===== config.mk =====
export PLATFORM = sky130hd
export DESIGN_NAME = arp_responder
export DESIGN_NICKNAME = d
export VERILOG_FILES = /design/src/arp_pkg.sv /design/src/arp_responder.sv /design/src/arp_reply_tx.sv /design/src/arp_rx_parser.sv /design/src/arp_config_regs.sv
export SDC_FILE = /design/constraint.sdc
export NUM_CORES = 1
export LEC_CHECK = 0
export BUFFER_PORTS_ARGS = -buffer_cell sky130_fd_sc_hd__buf_2
export CELL_PAD_IN_SITES_DETAIL_PLACEMENT = 1
export CELL_PAD_IN_SITES_GLOBAL_PLACEMENT = 2
export CORE_MARGIN = 5
export CORE_UTILIZATION = 35
export DETAILED_ROUTE_END_ITERATION = 8
export PLACE_DENSITY_LB_ADDON = 0.3
export SLEW_MARGIN = 0
export SYNTH_ARGS = -nofsm -noshare
export SYNTH_HDL_FRONTEND = slang
export SYNTH_SLANG_ARGS = --single-unit

===== constraint.sdc =====
create_clock -name clk -period 18.2 [get_ports clk]
set_input_delay 3.64 -clock clk [delete_from_list [all_inputs] [get_ports clk]]
set_output_delay 3.64 -clock clk [all_outputs]
set_load 0.02 [all_outputs]

===== src/arp_pkg.sv =====
package arp_pkg;

	// ############################################################
	// frame and header sizes
	// ############################################################

	localparam int arp_head_len  = 28;                // ARP header bytes.
	localparam int arp_head_bits = arp_head_len * 8;
	localparam int reply_gap     = 2;                 // idle cycles before first tx byte.

	// bit offsets inside the shifted-in header, first byte on top.
	localparam int head_oper_lsb = 160;
	localparam int head_sha_lsb  = 112;
	localparam int head_spa_lsb  = 80;
	localparam int head_tpa_lsb  = 0;

	// ############################################################
	// fixed protocol fields
	// ############################################################

	localparam logic [15:0] ethertype_arp  = 16'h0806;
	localparam logic [15:0] arp_htype_eth  = 16'h0001;
	localparam logic [15:0] arp_ptype_ipv4 = 16'h0800;
	localparam logic [7:0]  arp_hlen       = 8'd6;
	localparam logic [7:0]  arp_plen       = 8'd4;

	typedef enum logic [15:0] {
		oper_request = 16'd1,
		oper_reply   = 16'd2
	} arp_oper_t;

	// ############################################################
	// receive state and register map
	// ############################################################

	typedef enum logic [1:0] {
		rx_idle,
		rx_head,    // collecting header bytes.
		rx_payload, // padding until dven drops.
		rx_tail     // judgement cycle.
	} rx_state_t;

	typedef enum logic [2:0] {
		cfg_mac_hi      = 3'd0,
		cfg_mac_lo      = 3'd1,
		cfg_ip          = 3'd2,
		cfg_ctrl        = 3'd3,
		cfg_reply_count = 3'd4,
		cfg_drop_count  = 3'd5
	} cfg_addr_t;

endpackage

===== src/arp_responder.sv =====
`timescale 1ns/10ps

module arp_responder
	import arp_pkg::*;
(
	input  logic        clk,
	input  logic        reset,
	// mac receive side.
	input  logic        rx_new_frame_head,
	input  logic [15:0] rx_ethertype,
	input  logic        rx_dven,
	input  logic [7:0]  rx_data,
	input  logic        rx_crc_zero,
	// mac transmit side.
	output logic        tx_dven,
	output logic [7:0]  tx_data,
	output logic [47:0] tx_smac,
	output logic [47:0] tx_dmac,
	output logic [15:0] tx_ethertype,
	// register bus.
	input  logic        cfg_we,
	input  cfg_addr_t   cfg_addr,
	input  logic [31:0] cfg_wdata,
	output logic [31:0] cfg_rdata
);

	logic [47:0] local_mac;
	logic [31:0] local_ip;
	logic        enable;
	logic        req_accept;
	logic [47:0] req_sha;
	logic [31:0] req_spa;
	logic        reply_sent;
	logic        req_dropped;

	arp_config_regs regs (
		.clk         (clk),
		.reset       (reset),
		.cfg_we      (cfg_we),
		.cfg_addr    (cfg_addr),
		.cfg_wdata   (cfg_wdata),
		.cfg_rdata   (cfg_rdata),
		.reply_sent  (reply_sent),
		.req_dropped (req_dropped),
		.local_mac   (local_mac),
		.local_ip    (local_ip),
		.enable      (enable)
	);

	arp_rx_parser parser (
		.clk               (clk),
		.reset             (reset),
		.rx_new_frame_head (rx_new_frame_head),
		.rx_ethertype      (rx_ethertype),
		.rx_dven           (rx_dven),
		.rx_data           (rx_data),
		.rx_crc_zero       (rx_crc_zero),
		.local_ip          (local_ip),
		.enable            (enable),
		.req_accept        (req_accept),
		.req_sha           (req_sha),
		.req_spa           (req_spa)
	);

	arp_reply_tx reply (
		.clk          (clk),
		.reset        (reset),
		.req_accept   (req_accept),
		.req_sha      (req_sha),
		.req_spa      (req_spa),
		.local_mac    (local_mac),
		.local_ip     (local_ip),
		.tx_dven      (tx_dven),
		.tx_data      (tx_data),
		.tx_smac      (tx_smac),
		.tx_dmac      (tx_dmac),
		.tx_ethertype (tx_ethertype),
		.reply_sent   (reply_sent),
		.req_dropped  (req_dropped)
	);

endmodule


===== src/arp_reply_tx.sv =====
`timescale 1ns/10ps

module arp_reply_tx
	import arp_pkg::*;
(
	input  logic        clk,
	input  logic        reset,
	input  logic        req_accept,
	input  logic [47:0] req_sha,
	input  logic [31:0] req_spa,
	input  logic [47:0] local_mac,
	input  logic [31:0] local_ip,
	output logic        tx_dven,
	output logic [7:0]  tx_data,
	output logic [47:0] tx_smac,
	output logic [47:0] tx_dmac,
	output logic [15:0] tx_ethertype,
	output logic        reply_sent,
	output logic        req_dropped
);

	logic                     pending;
	logic                     busy;
	logic                     start;
	logic [1:0]               gap_cnt;
	logic [4:0]               byte_cnt;
	logic                     last_byte;
	logic [47:0]              sha_q;
	logic [31:0]              spa_q;
	logic [47:0]              tha_q;
	logic [31:0]              tpa_q;
	logic [arp_head_bits-1:0] reply_head;

	assign busy      = pending || tx_dven;
	assign start     = req_accept && !busy;
	assign last_byte = tx_dven && (byte_cnt == 5'(arp_head_len - 1));

	// ############################################################
	// field latch
	// ############################################################

	// identity is frozen here for the whole reply.
	always_ff @(posedge clk) begin
		if (start) begin
			tha_q <= req_sha;
			tpa_q <= req_spa;
			sha_q <= local_mac;
			spa_q <= local_ip;
		end
	end

	assign reply_head = {arp_htype_eth, arp_ptype_ipv4, arp_hlen, arp_plen,
		16'(oper_reply), sha_q, spa_q, tha_q, tpa_q};

	// ############################################################
	// byte sequencer
	// ############################################################

	always_ff @(posedge clk or posedge reset) begin
		if (reset) begin
			pending  <= 1'b0;
			tx_dven  <= 1'b0;
			gap_cnt  <= '0;
			byte_cnt <= '0;
		end else if (start) begin
			pending <= 1'b1;
			gap_cnt <= '0;
		end else if (pending) begin
			if (gap_cnt == 2'(reply_gap - 1)) begin
				pending  <= 1'b0;
				tx_dven  <= 1'b1;
				byte_cnt <= '0;
			end else begin
				gap_cnt <= gap_cnt + 2'd1;
			end
		end else if (tx_dven) begin
			if (last_byte)
				tx_dven <= 1'b0;
			else
				byte_cnt <= byte_cnt + 5'd1;
		end
	end

	// msb first.
	assign tx_data = tx_dven ? reply_head[8*(arp_head_len-1-int'(byte_cnt)) +: 8] : 8'd0;

	assign tx_smac      = tx_dven ? sha_q : 48'd0;
	assign tx_dmac      = tx_dven ? tha_q : 48'd0;
	assign tx_ethertype = tx_dven ? ethertype_arp : 16'd0;

	assign reply_sent  = last_byte;
	assign req_dropped = req_accept && busy; // no back-pressure, so overlap is lost.

endmodule


===== src/arp_rx_parser.sv =====
`timescale 1ns/10ps

module arp_rx_parser
	import arp_pkg::*;
(
	input  logic        clk,
	input  logic        reset,
	input  logic        rx_new_frame_head,
	input  logic [15:0] rx_ethertype,
	input  logic        rx_dven,
	input  logic [7:0]  rx_data,
	input  logic        rx_crc_zero,
	input  logic [31:0] local_ip,
	input  logic        enable,
	output logic        req_accept,
	output logic [47:0] req_sha,
	output logic [31:0] req_spa
);

	// ############################################################
	// input register stage
	// ############################################################

	logic        head_r;
	logic [15:0] ethertype_r;
	logic        dven_r;
	logic [7:0]  data_r;
	logic        crc_zero_r;

	always_ff @(posedge clk or posedge reset) begin
		if (reset) begin
			head_r     <= 1'b0;
			dven_r     <= 1'b0;
			crc_zero_r <= 1'b0;
		end else begin
			head_r     <= rx_new_frame_head;
			dven_r     <= rx_dven;
			crc_zero_r <= rx_crc_zero;
		end
	end

	always_ff @(posedge clk) begin
		ethertype_r <= rx_ethertype;
		data_r      <= rx_data;
	end

	// ############################################################
	// frame state machine
	// ############################################################

	rx_state_t                  state;
	rx_state_t                  state_next;
	logic [4:0]                 byte_cnt;
	logic [arp_head_bits-1:0]   header;
	logic                       arp_head;
	logic                       take_byte;
	logic                       last_byte;

	assign arp_head  = head_r && (ethertype_r == ethertype_arp);
	// a byte may arrive together with the head pulse.
	assign take_byte = dven_r && (state == rx_head || (state == rx_idle && arp_head));
	assign last_byte = take_byte && (byte_cnt == 5'(arp_head_len - 1));

	always_comb begin
		state_next = state;
		case (state)
			rx_idle: begin
				if (arp_head)
					state_next = rx_head;
			end
			rx_head: begin
				if (last_byte)
					state_next = rx_payload;
				else if (!dven_r && byte_cnt != 5'd0)
					state_next = rx_idle; // runt frame.
			end
			rx_payload: begin
				if (!dven_r)
					state_next = rx_tail;
			end
			rx_tail: state_next = rx_idle;
			default: state_next = rx_idle;
		endcase
	end

	always_ff @(posedge clk or posedge reset) begin
		if (reset) begin
			state    <= rx_idle;
			byte_cnt <= '0;
		end else begin
			state <= state_next;
			if (state_next != rx_head)
				byte_cnt <= '0;
			else if (take_byte)
				byte_cnt <= byte_cnt + 5'd1;
		end
	end

	// first byte ends up in the top bits.
	always_ff @(posedge clk) begin
		if (take_byte)
			header <= {header[arp_head_bits-9:0], data_r};
	end

	// ############################################################
	// judgement
	// ############################################################

	logic [31:0] req_tpa;
	arp_oper_t   req_oper;
	logic        for_us;

	assign req_oper = arp_oper_t'(header[head_oper_lsb +: 16]);
	assign req_tpa  = header[head_tpa_lsb +: 32];
	assign req_sha  = header[head_sha_lsb +: 48];
	assign req_spa  = header[head_spa_lsb +: 32];

	assign for_us = enable && crc_zero_r && (req_oper == oper_request) && (req_tpa == local_ip);

	always_ff @(posedge clk or posedge reset) begin
		if (reset)
			req_accept <= 1'b0;
		else
			req_accept <= (state == rx_tail) && for_us;
	end

endmodule


===== src/arp_config_regs.sv =====
`timescale 1ns/10ps

module arp_config_regs
	import arp_pkg::*;
(
	input  logic        clk,
	input  logic        reset,
	input  logic        cfg_we,
	input  cfg_addr_t   cfg_addr,
	input  logic [31:0] cfg_wdata,
	output logic [31:0] cfg_rdata,
	input  logic        reply_sent,
	input  logic        req_dropped,
	output logic [47:0] local_mac,
	output logic [31:0] local_ip,
	output logic        enable
);

	logic [15:0] mac_hi;
	logic [31:0] mac_lo;
	logic [15:0] reply_count;
	logic [15:0] drop_count;

	// station identity and control.
	always_ff @(posedge clk or posedge reset) begin
		if (reset) begin
			mac_hi   <= '0;
			mac_lo   <= '0;
			local_ip <= '0;
			enable   <= 1'b0;
		end else if (cfg_we) begin
			case (cfg_addr)
				cfg_mac_hi: mac_hi   <= cfg_wdata[15:0];
				cfg_mac_lo: mac_lo   <= cfg_wdata;
				cfg_ip:     local_ip <= cfg_wdata;
				cfg_ctrl:   enable   <= cfg_wdata[0];
				default:    ; // counters are read only.
			endcase
		end
	end

	assign local_mac = {mac_hi, mac_lo};

	// saturating event counters.
	always_ff @(posedge clk or posedge reset) begin
		if (reset) begin
			reply_count <= '0;
			drop_count  <= '0;
		end else begin
			if (reply_sent && reply_count != 16'hffff)
				reply_count <= reply_count + 16'd1;
			if (req_dropped && drop_count != 16'hffff)
				drop_count <= drop_count + 16'd1;
		end
	end

	always_comb begin
		case (cfg_addr)
			cfg_mac_hi:      cfg_rdata = {16'd0, mac_hi};
			cfg_mac_lo:      cfg_rdata = mac_lo;
			cfg_ip:          cfg_rdata = local_ip;
			cfg_ctrl:        cfg_rdata = {31'd0, enable};
			cfg_reply_count: cfg_rdata = {16'd0, reply_count};
			cfg_drop_count:  cfg_rdata = {16'd0, drop_count};
			default:         cfg_rdata = '0;
		endcase
	end

endmodule


==> flow_summary.toml <==
[routing]
vias = 11000
drcViolationCount = 0
finalWirelength_mm = 55.0
wl_met1_mm = 24.2
wl_met3_mm = 3.67
postRouteAntennaNets = 0
wl_met2_mm = 26.2
firstDrtPassIters = 4
first_iter_violations = 897
routed_via_density = 5.04
highest_layer = "met5"
wl_per_cell_um = 25.1

[setup_path]
r2r_start = "reply.tx_dven"
cp-start-kind = "primary input"
crit_start = "cfg_addr[0]"
rrSetupSlack_ns = 15.45
crit_type = "primary input to output pin"
worstPathRequired_ns = 14.56
end_kind = "output pin"
cp_data_arrival_time_ns = 5.89
worst-path-max-fanout = 19
r2r_cells = 3

[finish]
finalNetCount = 1475
drive_gt1_frac = 0.287
area_delta_synth_final_pct = 17.6

[die]
row_count = 86
die_h_um = 246
fp.dieW_um = 246
die-area_um2 = 60700
coreArea_um2 = 55200
start_util = 0.354
io_pins = 218

[synth]
synth_edf_count = 336
synth_area_per_cell_um2 = 16.5
synthArstFlopShare = 0.270
ys_seq_area_frac = 0.710
syn_area_um2 = 19600
yosysWarnings = 0
synth.distinct_cells = 74
ys_seq_elements = 493
synthCells = 1189
ys.flop_type = "edfxtp_1"

[global_route]
gr-total-overflow = 0
grt_usage = 0.178
antenna_found_initial = 2
grt_max_degree = 177
grt_pass1_vias = 11400
grt_pass1_wl_mm = 79.1

[timing]
drv_slew = 0
hold_viol_final = 0
rsz0062_at_grt = "false"
worst_slew_pin_slew_ns = 1.17
period_share = 0.523
worst_clock_skew_ns = 0.0302
tns_ns = 0
fin_ws_ns = 8.67
setup_viol = 0
relSlewSlack = 0.221
fmax_ghz = 0.105
fin_crit_ns = 9.53

[clock_tree]
cts_tree = "done"
cts_buffer_depth = 3
cts_sinks = 493
numCtsBuffers = 51
clock_latency_ns = 0.60
ctsHoldBuffers = 0
cts-root-buf = "clkbuf_16"
post_cts_resized = 0
path_clk_slew_ns = 0.06
post_cts_buffers = 0
cts.htree.levels = 2

[power]
pwr-share-seq = 0.526
netSwitchingPower_mw = 0.578
ir_worst_vdd_mv = 0.0698
switching_share = 0.231
powerDensity_nw_per_um2 = 109
intPower_mw = 1.93
pwr-share-comb = 0.046
leakagePower_nw = 8.76
clock_power_share = 0.428

[placement]
port_buffers = 204
dpl_worst_slack_ns = 8.66
gp_congestion = 0.835
place_hpwl_mm = 39.5

[min_path]
whs_path_depth = 0
min_from = "parser.data_r[3]"
hold_class = "register to register"

[run]
maxCapViolations = 0

[status]
outcome = "finished clean"
## worst max-delay path, cell delays in order
cell and delay (ns):
buf_2 0.37, nor2b_2 0.37, and2_1 0.87, a22o_1 0.40, buf_2 0.22
## metrics by stage
| step | power [mW] | utilization | instances | hold WS, ns | instance area (um2) |
|---|---|---|---|---|---|
| 2_1_floorplan | 1.38 | - | 1201 | 0.386 | 19600 |
| 3_3_place_gp | 1.45 | 0.386 | 2096 | 0.393 | 21300 |
| 3_5_place_dp | 1.46 | 0.386 | 2096 | 0.393 | 21300 |
| 4_1_cts | 2.54 | 0.417 | 2189 | 0.407 | 23000 |
| 5_1_grt | 2.60 | 0.417 | 2189 | 0.417 | 23000 |
| 6_report | 2.51 | 0.417 | 2191 | 0.393 | 23000 |
## Yosys cell counts, types with 20 or more instances
| library cell | n | area share |
|---|---|---|
| and2_1 | 98 | 0.031 |
| nor2_1 | 32 | 0.0061 |
| xnor2_1 | 22 | 0.0098 |
| edfxtp_1 | 336 | 0.52 |
| mux2_2 | 61 | 0.035 |
| nand2_1 | 32 | 0.0061 |
| buf_4 | 27 | 0.010 |
| mux2i_1 | 26 | 0.013 |
| a21oi_1 | 26 | 0.0067 |
| dfxtp_1 | 24 | 0.025 |
| a22o_1 | 20 | 0.0090 |
| nand3_1 | 26 | 0.0067 |
| mux4_2 | 32 | 0.037 |
| dfrtp_1 | 133 | 0.17 |
| xor2_1 | 44 | 0.020 |
| mux2_1 | 39 | 0.022 |
## cell families after synthesis
group / share of synthesized area
compound gates: 0.0455
xor+xnor: 0.0295
fa+ha+maj: 0.00576
buf+inv: 0.0235
flops: 0.710
mux: 0.108
other cells: 0.000192
simple gates: 0.0767
## registers in the layout (all words and copies together), names as in the netlist, 32 cells and up
signal	cells
reply.tha_q	48
regs.local_ip	32
regs.mac_lo	32
reply.spa_q	32
reply.tpa_q	32
reply.sha_q	48
parser.header	176
## power by group through the flow
stage | sequential [mW] | clock (mW) | combinational (mW)
after floorplan | 1.29 | 0 | 0.0858
after global placement | 1.34 | 0 | 0.112
after detailed placement | 1.34 | 0 | 0.116
after CTS | 1.32 | 1.10 | 0.117
after global routing | 1.32 | 1.15 | 0.127
final | 1.32 | 1.07 | 0.115
## path summary, 6_finish.rpt
| check | endpoint |
|---|---|
| max | cfg_rdata[19] |
| min | parser.header[3] |
| max reg2reg | reply.sha_q[20] |
| min reg2reg | parser.header[3] |
| max in group asynchronous | regs.mac_lo[26] |
| min in group asynchronous | regs.reply_count[4] |
## layout by cell type, fill, tap and decap left out, types with 14 or more instances in the layout
cell,count
inv_1,14
xnor2_1,22
buf_2,204
and2_1,98
mux2i_1,26
dfrtp_1,130
nand3_1,26
mux4_2,32
edfxtp_1,336
o21ai_0,16
clkbuf_16,52
dfxtp_1,24
mux2_2,61
xor2_1,44
a22o_1,20
nand2_1,32
nor2_1,32
a21oi_1,26
mux2_1,39
## metal layers
layer,GRT usage,up-vias
met1,0.247,5767
li1,-,4902
met3,0.0397,65
met2,0.289,304
met4,0.0364,2
met5,0,-
## area by class of cell
type	instances	area, um2
inverters	17	68.8
multi-input cells	625	5270
clock inverters	31	327
flip-flops and latches	493	13900
clock buffers	62	1390
fillers	5531	32200
diodes	2	5.00
well taps	748	936
repair buffers	213	1110
Power figures use the tool's default switching activity.
